### src/unet_config.svh
`ifndef UNET_CONFIG_SVH
`define UNET_CONFIG_SVH

// helper core register space
`define UNET_NSC_BASE      32'h43C0_0000
`define UNET_SP_OFFSET     32'h0000_4000  // scratchpad, one word per command
`define UNET_CC_OFFSET     32'h0000_3000  // command control, takes the done flag

// report and buffer addresses handed to the helper as data
`define UNET_STATUS_REG    32'h1700_0100
`define UNET_ERRINFO_REG   32'h1700_0200
`define UNET_COMPLETE_REG  32'h1700_0000
`define UNET_BRAM_ADDR     32'h4581_0000
`define UNET_ECC_ADDR      32'h4580_0100

// opcodes and operands
`define UNET_OP_TRIGGER    32'h0000_01A4
`define UNET_OP_CHECK      32'h0000_0130
`define UNET_OP_TRANSFER   32'h0000_0338
`define UNET_WAY           32'h0000_0100
`define UNET_ROW           32'h0000_0100

// commands per phase, 16 in one round
`define UNET_TRIGGER_LEN   4
`define UNET_CHECK_LEN     5
`define UNET_TRANSFER_LEN  7

`endif
### src/logic/unet_pkg.sv
package unet_pkg;

  typedef logic [31:0] axi_addr_t;
  typedef logic [31:0] axi_data_t;
  typedef logic [1:0]  axi_resp_t;  // 2'b00 is okay

  // position inside a phase, longest phase has 7 commands
  typedef logic [2:0]  cmd_index_t;

  typedef enum logic [1:0] {
    PHASE_TRIGGER,
    PHASE_CHECK,
    PHASE_TRANSFER
  } phase_e;

  typedef enum logic [1:0] {
    SEQ_INIT,   // idle cycle between rounds
    SEQ_ISSUE,  // cmd_start is high here
    SEQ_WAIT    // write in flight
  } seq_state_e;

  typedef enum logic [1:0] {
    WR_IDLE,
    WR_ADDR_DATA,  // aw and w channels open
    WR_RESP        // waiting on b
  } wr_state_e;

  // one register write towards the helper
  typedef struct packed {
    axi_addr_t addr;
    axi_data_t data;
  } cmd_t;

endpackage

### src/logic/unet_axi_write_master.sv
`timescale 1ns/1ps

module unet_axi_write_master (
  input  logic                ACLK,
  input  logic                ARESETN,
  input  logic                cmd_start,
  input  unet_pkg::cmd_t      cmd_req,
  output unet_pkg::axi_addr_t awaddr,
  output logic                awvalid,
  input  logic                awready,
  output unet_pkg::axi_data_t wdata,
  output logic                wvalid,
  input  logic                wready,
  input  unet_pkg::axi_resp_t bresp,
  input  logic                bvalid,
  output logic                bready,
  output logic                cmd_done,
  output logic                cmd_ok
);

  unet_pkg::wr_state_e state;
  unet_pkg::cmd_t      cmd_q;
  logic                aw_done;  // address accepted
  logic                w_done;   // data accepted
  logic                aw_fire;
  logic                w_fire;

  // held stable in cmd_q for the whole write
  assign awaddr  = cmd_q.addr;
  assign wdata   = cmd_q.data;
  assign awvalid = (state == unet_pkg::WR_ADDR_DATA) && !aw_done;
  assign wvalid  = (state == unet_pkg::WR_ADDR_DATA) && !w_done;
  assign bready  = (state == unet_pkg::WR_RESP);

  assign aw_fire = awvalid && awready;
  assign w_fire  = wvalid && wready;

  always_ff @(posedge ACLK) begin
    if (cmd_start) cmd_q <= cmd_req;
  end

  always_ff @(posedge ACLK or posedge ARESETN) begin
    if (ARESETN) begin
      state    <= unet_pkg::WR_IDLE;
      aw_done  <= 1'b0;
      w_done   <= 1'b0;
      cmd_done <= 1'b0;
      cmd_ok   <= 1'b0;
    end else begin
      cmd_done <= 1'b0;  // single cycle strobe
      case (state)
        unet_pkg::WR_IDLE: begin
          if (cmd_start) begin
            aw_done <= 1'b0;
            w_done  <= 1'b0;
            state   <= unet_pkg::WR_ADDR_DATA;
          end
        end

        unet_pkg::WR_ADDR_DATA: begin
          if (aw_fire) aw_done <= 1'b1;
          if (w_fire)  w_done  <= 1'b1;
          // aw and w may complete in either order or together
          if ((aw_done || aw_fire) && (w_done || w_fire)) state <= unet_pkg::WR_RESP;
        end

        unet_pkg::WR_RESP: begin
          if (bvalid) begin
            cmd_done <= 1'b1;
            cmd_ok   <= (bresp == unet_pkg::axi_resp_t'(2'b00));  // okay
            state    <= unet_pkg::WR_IDLE;
          end
        end

        default: state <= unet_pkg::WR_IDLE;
      endcase
    end
  end

endmodule

### src/logic/unet_cmd_sequencer.sv
`timescale 1ns/1ps
`include "unet_config.svh"

module unet_cmd_sequencer (
  input  logic                 ACLK,
  input  logic                 ARESETN,
  input  logic                 cmd_done,
  input  logic                 cmd_ok,
  output unet_pkg::phase_e     phase,
  output unet_pkg::cmd_index_t index,
  output logic                 cmd_start
);

  unet_pkg::seq_state_e state;
  unet_pkg::cmd_index_t last_index;

  // last valid index of the current phase
  always_comb begin
    case (phase)
      unet_pkg::PHASE_TRIGGER:  last_index = unet_pkg::cmd_index_t'(`UNET_TRIGGER_LEN - 1);
      unet_pkg::PHASE_CHECK:    last_index = unet_pkg::cmd_index_t'(`UNET_CHECK_LEN - 1);
      unet_pkg::PHASE_TRANSFER: last_index = unet_pkg::cmd_index_t'(`UNET_TRANSFER_LEN - 1);
      default:                  last_index = '0;
    endcase
  end

  // one strobe per issue cycle, phase and index are already settled
  assign cmd_start = (state == unet_pkg::SEQ_ISSUE);

  always_ff @(posedge ACLK or posedge ARESETN) begin
    if (ARESETN) begin
      state <= unet_pkg::SEQ_INIT;
      phase <= unet_pkg::PHASE_TRIGGER;
      index <= '0;
    end else begin
      case (state)
        unet_pkg::SEQ_INIT: begin
          state <= unet_pkg::SEQ_ISSUE;
        end

        unet_pkg::SEQ_ISSUE: begin
          state <= unet_pkg::SEQ_WAIT;
        end

        unet_pkg::SEQ_WAIT: begin
          if (cmd_done) begin
            if (!cmd_ok) begin
              state <= unet_pkg::SEQ_ISSUE;  // error response, same command again
            end else if (index == last_index) begin
              index <= '0;
              case (phase)
                unet_pkg::PHASE_TRIGGER: begin
                  phase <= unet_pkg::PHASE_CHECK;
                  state <= unet_pkg::SEQ_ISSUE;
                end
                unet_pkg::PHASE_CHECK: begin
                  phase <= unet_pkg::PHASE_TRANSFER;
                  state <= unet_pkg::SEQ_ISSUE;
                end
                default: begin
                  // round finished, idle one cycle in init
                  phase <= unet_pkg::PHASE_TRIGGER;
                  state <= unet_pkg::SEQ_INIT;
                end
              endcase
            end else begin
              index <= index + 3'd1;
              state <= unet_pkg::SEQ_ISSUE;
            end
          end
        end

        default: begin
          state <= unet_pkg::SEQ_INIT;
        end
      endcase
    end
  end

endmodule

### src/logic/unet_cmd_table.sv
`timescale 1ns/1ps
`include "unet_config.svh"

module unet_cmd_table (
  input  unet_pkg::phase_e     phase,
  input  unet_pkg::cmd_index_t index,
  output unet_pkg::cmd_t       cmd
);

  unet_pkg::axi_addr_t sp_addr;
  unet_pkg::axi_addr_t cc_addr;

  // scratchpad slot follows the index, word aligned
  assign sp_addr = `UNET_NSC_BASE + `UNET_SP_OFFSET + unet_pkg::axi_addr_t'({index, 2'b00});
  assign cc_addr = `UNET_NSC_BASE + `UNET_CC_OFFSET;

  always_comb begin
    cmd = '0;  // anything past the end of a phase
    case (phase)
      unet_pkg::PHASE_TRIGGER: begin
        case (index)
          3'd0: cmd = '{addr: sp_addr, data: `UNET_OP_TRIGGER};
          3'd1: cmd = '{addr: sp_addr, data: `UNET_WAY};
          3'd2: cmd = '{addr: sp_addr, data: `UNET_ROW};
          3'd3: cmd = '{addr: cc_addr, data: 32'd1};  // done flag
          default: cmd = '0;
        endcase
      end

      unet_pkg::PHASE_CHECK: begin
        case (index)
          3'd0: cmd = '{addr: sp_addr, data: `UNET_OP_CHECK};
          3'd1: cmd = '{addr: sp_addr, data: `UNET_WAY};
          3'd2: cmd = '{addr: sp_addr, data: `UNET_STATUS_REG};  // where the report lands
          // clear the old report before the helper writes a new one
          3'd3: cmd = '{addr: `UNET_STATUS_REG, data: 32'd0};
          3'd4: cmd = '{addr: cc_addr, data: 32'd1};
          default: cmd = '0;
        endcase
      end

      unet_pkg::PHASE_TRANSFER: begin
        case (index)
          3'd0: cmd = '{addr: sp_addr, data: `UNET_OP_TRANSFER};
          3'd1: cmd = '{addr: sp_addr, data: `UNET_WAY};
          3'd2: cmd = '{addr: sp_addr, data: `UNET_ROW};
          3'd3: cmd = '{addr: sp_addr, data: `UNET_BRAM_ADDR};
          3'd4: cmd = '{addr: sp_addr, data: `UNET_ECC_ADDR};
          3'd5: cmd = '{addr: sp_addr, data: `UNET_ERRINFO_REG};
          3'd6: cmd = '{addr: sp_addr, data: `UNET_COMPLETE_REG};
          default: cmd = '0;
        endcase
      end

      default: cmd = '0;
    endcase
  end

endmodule

### src/logic/unet_cmd_top.sv
`timescale 1ns/1ps

module unet_cmd_top (
  input  logic                ACLK,
  input  logic                ARESETN,
  output unet_pkg::axi_addr_t awaddr,
  output logic                awvalid,
  input  logic                awready,
  output unet_pkg::axi_data_t wdata,
  output logic                wvalid,
  input  logic                wready,
  input  unet_pkg::axi_resp_t bresp,
  input  logic                bvalid,
  output logic                bready
);

  unet_pkg::phase_e     phase;
  unet_pkg::cmd_index_t index;
  unet_pkg::cmd_t       cmd;
  logic                 cmd_start;
  logic                 cmd_done;
  logic                 cmd_ok;  // last response was okay

  unet_cmd_sequencer unet_cmd_sequencer_i (
    .ACLK      (ACLK),
    .ARESETN   (ARESETN),
    .cmd_done  (cmd_done),
    .cmd_ok    (cmd_ok),
    .phase     (phase),
    .index     (index),
    .cmd_start (cmd_start)
  );

  unet_cmd_table unet_cmd_table_i (
    .phase (phase),
    .index (index),
    .cmd   (cmd)
  );

  unet_axi_write_master unet_axi_write_master_i (
    .ACLK      (ACLK),
    .ARESETN   (ARESETN),
    .cmd_start (cmd_start),
    .cmd_req   (cmd),
    .awaddr    (awaddr),
    .awvalid   (awvalid),
    .awready   (awready),
    .wdata     (wdata),
    .wvalid    (wvalid),
    .wready    (wready),
    .bresp     (bresp),
    .bvalid    (bvalid),
    .bready    (bready),
    .cmd_done  (cmd_done),
    .cmd_ok    (cmd_ok)
  );

endmodule

### config.mk
export PLATFORM = sky130hd
export DESIGN_NAME = unet_cmd_top
export DESIGN_NICKNAME = d
export VERILOG_FILES = /design/src/logic/unet_pkg.sv /design/src/logic/unet_axi_write_master.sv /design/src/logic/unet_cmd_sequencer.sv /design/src/logic/unet_cmd_table.sv /design/src/logic/unet_cmd_top.sv
export VERILOG_INCLUDE_DIRS = /design/src
export SDC_FILE = /design/constraint.sdc
export NUM_CORES = 1
export LEC_CHECK = 0
export BUFFER_PORTS_ARGS = -buffer_cell sky130_fd_sc_hd__buf_2
export CAP_MARGIN = 20
export CORE_ASPECT_RATIO = 0.7
export CORE_MARGIN = 2
export CORE_UTILIZATION = 51
export CTS_BUF_LIST = sky130_fd_sc_hd__clkbuf_2 sky130_fd_sc_hd__clkbuf_4 sky130_fd_sc_hd__clkbuf_8
export DETAILED_ROUTE_END_ITERATION = 8
export PLACE_DENSITY = 0.83
export SLEW_MARGIN = 10
export SYNTH_ARGS = -nofsm -noshare
export SYNTH_HDL_FRONTEND = slang
export SYNTH_SLANG_ARGS = --single-unit
### constraint.sdc
create_clock -name ACLK -period 2.35 [get_ports ACLK]
set_input_delay 0.5875 -clock ACLK [delete_from_list [all_inputs] [get_ports ACLK]]
set_output_delay 0.5875 -clock ACLK [all_outputs]
set_load 0.01 [all_outputs]
==> results of run 1 <==
==> worst min path at each step <==
| stage | depth (start not counted) | start | to | slack (ns) |
|---|---|---|---|---|
| floorplan | 1 | unet_cmd_sequencer_i.state[0] | unet_cmd_sequencer_i.state[0] | 0.44 |
| global placement | 1 | unet_cmd_sequencer_i.state[0] | unet_cmd_sequencer_i.state[0] | 0.46 |
| detailed placement | 1 | unet_cmd_sequencer_i.state[0] | unet_cmd_sequencer_i.state[0] | 0.48 |
| CTS | 2 | ARESETN | unet_cmd_sequencer_i.phase[0] | 0.34 |
| global route | 2 | ARESETN | unet_cmd_sequencer_i.phase[0] | 0.36 |
| finish | 2 | ARESETN | unet_cmd_sequencer_i.phase[0] | 0.33 |
==> power by group <==
| group | internal [W] | leakage (nW) | switching [W] |
|---|---|---|---|
| Sequential | 0.000796 | 0.334 | 0.000119 |
| Combinational | 0.000271 | 0.581 | 0.000425 |
| Clock | 0.000340 | 0.0593 | 0.000180 |
| Total | 0.00141 | 0.974 | 0.000723 |
==> layout by cell type, fill, tap and decap left out, types with 2 or more instances in the layout <==
cell	count
o21a_1	2
a21oi_1	7
nor3_1	2
and2_1	2
mux2_1	3
nand2_1	10
buf_2	38
o21ai_1	3
nand2b_1	7
clkbuf_8	5
or2_1	2
conb_1	35
o21ai_0	6
nor2_1	10
ha_1	9
inv_1	10
clkbuf_4	2
o31ai_1	2
nand3_1	3
nor2b_1	5
a31oi_1	2
edfxtp_1	18
o22ai_1	3
a32oi_1	2
dfrtp_1	13
==> flip-flops by register name, indices dropped and copies added (netlist names) <==
signal,flops
unet_axi_write_master_i.aw_done,1
unet_cmd_sequencer_i.index,3
unet_cmd_sequencer_i.phase,2
unet_axi_write_master_i.w_done,1
unet_axi_write_master_i.cmd_ok,1
unet_axi_write_master_i.state,2
unet_cmd_sequencer_i.state,2
unet_axi_write_master_i.awaddr,7
unet_axi_write_master_i.wdata,11
unet_axi_write_master_i.cmd_done,1
==> layout make-up <==
type,instances,share of cell area [%]
Clock buffer,7,4.05
Clock inverter,1,1.45
Inverter,10,1.81
Multi-Input combinational cell,131,38.7
Sequential cell,31,41.8
Tap cell,50,3.02
Timing Repair Buffer,38,9.18
==> cells by family (layout without fill, tap and decap cells) <==
| kind of cell | Yosys count | count (layout) | synth area share (%) |
|---|---|---|---|
| other | 1 | 35 | 0.194 |
| flip-flops | 31 | 31 | 44.9 |
| adder cells (fa/ha/maj) | 9 | 9 | 5.84 |
| multiplexers | 3 | 3 | 1.75 |
| AND/OR/NAND/NOR | 50 | 50 | 15.4 |
| AO/OA/AOI/OAI | 31 | 31 | 10.1 |
| buffers and inverters | 57 | 56 | 20.1 |
| XOR/XNOR | 3 | 3 | 1.75 |
==> critical path, stage by stage (launching register included) <==
cell and delay (ns):
dfrtp_1 0.47, inv_1 0.13, ha_1 0.32, or3_1 0.45, o21ai_1 0.21, a21oi_1 0.10
==> stage by stage <==
stage / instance area [um2] / setup slack (ns)
4_1_cts: 2070 / 0.409
5_1_grt: 2070 / 0.332
3_3_place_gp: 1960 / 0.510
3_5_place_dp: 1960 / 0.450
6_report: 2070 / 0.416
2_1_floorplan: 2060 / 0.644
==> routing by layer <==
layer	GRT usage [%]	up-vias
met5	0	-
met4	3.06	0
met3	4.41	2
met2	21.9	46
met1	19.8	580
li1	-	622
==> qor.csv, run 1 <==
stage;metric;value;unit
run_status;run status;completed;
setup_path;R2R cell count;5;
setup_path;Reg-to-Reg Start;unet_cmd_sequencer_i.index[0];
power;Peak VDD IR;0.514;mV
logic_synthesis;leading post-synthesis cells by instance count;buf_4, edfxtp_1, dfrtp_1;
sta;worst-margin pin slew;0.666;ns
logic_synthesis;Syn Inst Count;185;
logic_synthesis;Post-Syn Area;1930;um2
logic_synthesis;post-synthesis register bit count;31;
run;maxcap violations;0;
clocking;clk_lat worst skew;0.28;ns
final_layout;ant diodes;0;
clocking;H-tree depth reported by CTS;2;
sta;Sum Neg Setup Slack;0;ns
logic_synthesis;ys flop type;edfxtp_1;
global_route;first-pass GRT wire length;4.82;mm
logic_synthesis;Synth top area share;28.0;%
die;area of the die;4300;um2
final_layout;Final Util;57.9;%
placement;Port-buffer cells;38;
logic_synthesis;Synth area leaders;edfxtp_1, buf_4, dfrtp_1, ha_1, nand2b_1;
setup_path;critical path capture point;unet_axi_write_master_i.awaddr[3];
sta;hold slack;0.325;ns
setup_path;r2r setup slk;0.42;ns
final_layout;Area Overhead vs Synth;7.46;%
placement;gpl congestion;0.873;
sta;period utilisation layout;82.3;%
logic_synthesis;top-count cell post-synth;buf_4;
clocking;Root Driver;clkbuf_8;
logic_synthesis;sequential cell area fraction in the yosys report;44.9;%
placement;DP HPWL;2.23;mm
sta;FMAX;517;MHz
global_route;vias in the first global route;1045;
setup_path;Setup crit end kind;flop;
setup_path;kind of critical path;reg -> reg;
setup_path;critical path startpoint category;flop;
global_route;antenna violations before repair;0;
placement;Inst Count DP;260;
power;Power Total;0.00213;W
route;via count;1250;
clocking;Num CTS Buffers;5;
logic_synthesis;Synth Warn #;0;
clocking;Hold-fix buffers, CTS;0;
route;ANT nets after route;0;
sta;Layout Skew;0.00551;ns
logic_synthesis;share of flip-flops with an asynchronous set or reset;41.9;%
final_layout;layout cells sized above 1;22.9;%
sta;setup violators final;0;
global_route;pin count of the biggest net entering global routing;19;
die;Core Region;3580;um2
global_route;Total GRT Usage;14.2;%
sta;Max transition margin;55.5;%
route;DRT iter0 DRCs;95;
route;DR WL met3;189;um
final_layout;Layout Cells excl Fill;268;
die;Die X;77.5;um
final_layout;Layout fillers;324;
clocking;CTS tree;yes;
route;M1 wire length;1.42;mm
final_layout;register area;866;um2
setup_path;Crit Reg-Reg Endpoint;unet_axi_write_master_i.awaddr[3];
die;I/O Pins;74;
setup_path;Worst EP required;2.36;ns
setup_path;Crit. Startpoint;unet_cmd_sequencer_i.index[0];
clocking;CTS max path bufs;2;
route;Routed WL;2.93;mm
global_route;gr ovfl total;0;
route;Top Layer Used;met4;
sta;endpoints failing hold;0;
route;wire per inst;10.9;um
route;DR vias/cell;4.66;
sta;fin crit period;1.93;ns
logic_synthesis;Mean Syn Cell Area;10.4;um2
clocking;post-CTS sizing;0;
logic_synthesis;distinct cell type count after synthesis;40;
logic_synthesis;area leader, netlist;edfxtp_1;
final_layout;area occupied by multi-input gates;802;um2
sta;max-slew violations;0;
route;Residual DRC;0;
die;initial core utilization;53.8;%
route;Pre-Repair DR Iteration Count;4;
setup_path;worst-path fanout max;9;
route;wire length on met2;1.31;mm
die;Cell Rows;18;
worst_hold_path;Min-Delay Path Class;in -> async;
power;leakage power;0.974;nW
power;P per Cell Area;1030;nW/um2
clocking;Worst-path clk slew;0.06;ns
clocking;Post-CTS Setup Bufs;0;
sta;RSZ-0062 raised after global routing;false;
die;Die Height;55.4;um
clocking;Sink Count;31;
final_layout;final layout net count;233;
setup_path;Worst Path Arrival;1.95;ns
logic_synthesis;Post-synth EDFFs;18;
No activity file was read; power rests on OpenSTA's default activity.
==> inputs of run 2 (changes only) <==
--- a/config.mk
+++ b/config.mk
@@ -10,10 +10,10 @@
 export CAP_MARGIN = 20
 export CORE_ASPECT_RATIO = 0.7
 export CORE_MARGIN = 2
-export CORE_UTILIZATION = 51
+export CORE_UTILIZATION = 46
 export CTS_BUF_LIST = sky130_fd_sc_hd__clkbuf_2 sky130_fd_sc_hd__clkbuf_4 sky130_fd_sc_hd__clkbuf_8
 export DETAILED_ROUTE_END_ITERATION = 8
-export PLACE_DENSITY = 0.83
+export PLACE_DENSITY = 0.79
 export SLEW_MARGIN = 10
 export SYNTH_ARGS = -nofsm -noshare
 export SYNTH_HDL_FRONTEND = slang
==> constraint.sdc (replaced) <==
create_clock -name ACLK -period 1.75 [get_ports ACLK]
set_input_delay 0.4375 -clock ACLK [delete_from_list [all_inputs] [get_ports ACLK]]
set_output_delay 0.4375 -clock ACLK [all_outputs]
set_load 0.01 [all_outputs]
==> run 2 against run 1 <==
  * Core utilization is 3.5 points lower
  * Non-clock buffer count is 9 higher
  * Final area is 4.1% higher
  * Cell count is 4.1% higher
  * Global-route usage is 0.27 points lower
  * Critical endpoint is now unet_axi_write_master_i.awaddr[25]
  * Largest cell class unchanged
  * Largest power group unchanged
  * Highest routed layer unchanged
==> qor.csv, run 2 (synthesis results as in run 1) <==
stage;metric;value;unit
final_layout;Area Overhead vs Synth;11.9;%
sta;period utilisation layout;96.3;%
die;Die X;81.4;um
final_layout;Layout fillers;362;
global_route;Total GRT Usage;13.9;%
worst_hold_path;Min-Delay Path Class;in -> async;
clocking;Num CTS Buffers;5;
final_layout;final layout net count;242;
route;DRT iter0 DRCs;86;
sta;FMAX;593;MHz
global_route;pin count of the biggest net entering global routing;19;
die;area of the die;4730;um2
clocking;H-tree depth reported by CTS;2;
sta;endpoints failing hold;0;
power;sequential power share;43.8;%
setup_path;Worst Path Arrival;1.70;ns
power;clock power share;19.1;%
power;internal power;0.00176;W
run_status;run status;completed;
route;Residual DRC;0;
setup_path;kind of critical path;reg -> reg;
route;ANT nets after route;0;
clocking;clk_lat worst skew;0.28;ns
global_route;antenna violations before repair;0;
clocking;Worst-path clk slew;0.07;ns
placement;Port-buffer cells;38;
sta;Sum Neg Setup Slack;0;ns
placement;DP HPWL;2.38;mm
die;I/O Pins;74;
power;leakage power;1.00;nW
setup_path;Worst EP required;1.77;ns
final_layout;number of flip-flops under the largest register name;11;
setup_path;worst-path fanout max;4;
clocking;Sink Count;31;
clocking;CTS tree;yes;
placement;gpl congestion;0.840;
route;DR vias/cell;4.66;
die;initial core utilization;48.6;%
final_layout;layout cells sized above 1;28.2;%
route;Pre-Repair DR Iteration Count;4;
die;Core Region;3970;um2
global_route;first-pass GRT wire length;4.88;mm
die;Die Height;58.2;um
power;Gate power share;37.2;%
final_layout;ant diodes;0;
sta;setup violators final;0;
power;sw frac;37.1;%
sta;Layout Skew;0.00737;ns
setup_path;Setup crit end kind;flop;
global_route;gr ovfl total;0;
sta;fin crit period;1.69;ns
route;Routed WL;3.22;mm
die;Cell Rows;19;
power;P per Cell Area;1290;nW/um2
final_layout;commonest non-fill, non-tap cell in the layout;buf_2;
sta;max-slew violations;0;
setup_path;critical path startpoint category;flop;
power;P_sw;0.00103;W
global_route;vias in the first global route;1086;
clocking;Root Driver;clkbuf_8;
route;via count;1301;
clocking;Hold-fix buffers, CTS;0;
power;Peak VDD IR;0.638;mV
final_layout;commonest cells after routing, fill and taps aside;buf_2, conb_1, edfxtp_1;
run;maxcap violations;0;
route;wire per inst;11.5;um
clocking;CTS max path bufs;2;
sta;hold slack;0.153;ns
==> run 2: power by group through the flow <==
stage                     Sequential, W  Combinational (W)  Clock, W
after floorplan                 0.00129           0.000716         0
after global placement          0.00122           0.000979         0
after detailed placement        0.00123            0.00100         0
after CTS                       0.00122            0.00100  0.000547
after global routing            0.00125            0.00116  0.000585
final                           0.00122            0.00104  0.000532
==> run 2: path summary, 6_finish.rpt <==
check | cells after the start | start | to | slack [ns]
worst max-delay path | 5 | unet_cmd_sequencer_i.index[0] | unet_axi_write_master_i.awaddr[25] | 0.06
worst min-delay path | 2 | ARESETN | unet_cmd_sequencer_i.phase[0] | 0.15
worst max register to register | 5 | unet_cmd_sequencer_i.index[0] | unet_axi_write_master_i.awaddr[25] | 0.06
worst min register to register | 1 | unet_cmd_sequencer_i.state[0] | unet_cmd_sequencer_i.state[0] | 0.48
max in group asynchronous | 2 | ARESETN | unet_cmd_sequencer_i.index[1] | 1.24
min in group ACLK | 2 | bvalid | unet_axi_write_master_i.state[1] | 0.36
==> run 2: what timing repair did <==
action | in CTS | in global routing
setup endpoints to repair | 2 | 8
pin swaps | 0 | 1
cloned | 0 | 0
gates resized for setup | 0 | 8
setup buffers | 1 | 0
==> run 2: layer usage <==
layer | vias to the layer above | GRT usage, % | share of wire [%]
li1 | 630 | - | -
met1 | 612 | 18.6 | 45
met2 | 51 | 20.0 | 45
met3 | 8 | 4.21 | 7.2
met4 | 0 | 7.99 | 2.1
met5 | - | 0 | 0
==> run 2: layout make-up <==
cell class,count,area (um2),share of cell area [%]
inverters,10,37.5,1.74
clock buffers,5,68.8,3.19
well taps,52,65.1,3.02
repair buffers,47,258,11.9
flip-flops and latches,31,867,40.2
multi-input cells,131,846,39.2
clock inverters,3,15.0,0.696
==> run 2: worst max-delay path: stages (launching register included) <==
cell and delay (ns):
dfrtp_1 0.39, inv_1 0.11, ha_1 0.25, or2_1 0.29
o311ai_4 0.26, a31oi_1 0.13
==> run 2: per-stage QoR <==
| step | utilization (%) | setup slack, ns | cell area (um2) | instances | power [W] |
|---|---|---|---|---|---|
| 2_1_floorplan | - | 0.0439 | 2060 | 219 | 0.00200 |
| 3_3_place_gp | 50.9 | 0.0486 | 2020 | 270 | 0.00220 |
| 3_5_place_dp | 50.9 | -0.0285 | 2020 | 270 | 0.00224 |
| 4_1_cts | 53.2 | 0.0120 | 2110 | 279 | 0.00277 |
| 5_1_grt | 54.3 | -0.0125 | 2160 | 279 | 0.00300 |
| 6_report | 54.3 | 0.0650 | 2160 | 279 | 0.00279 |
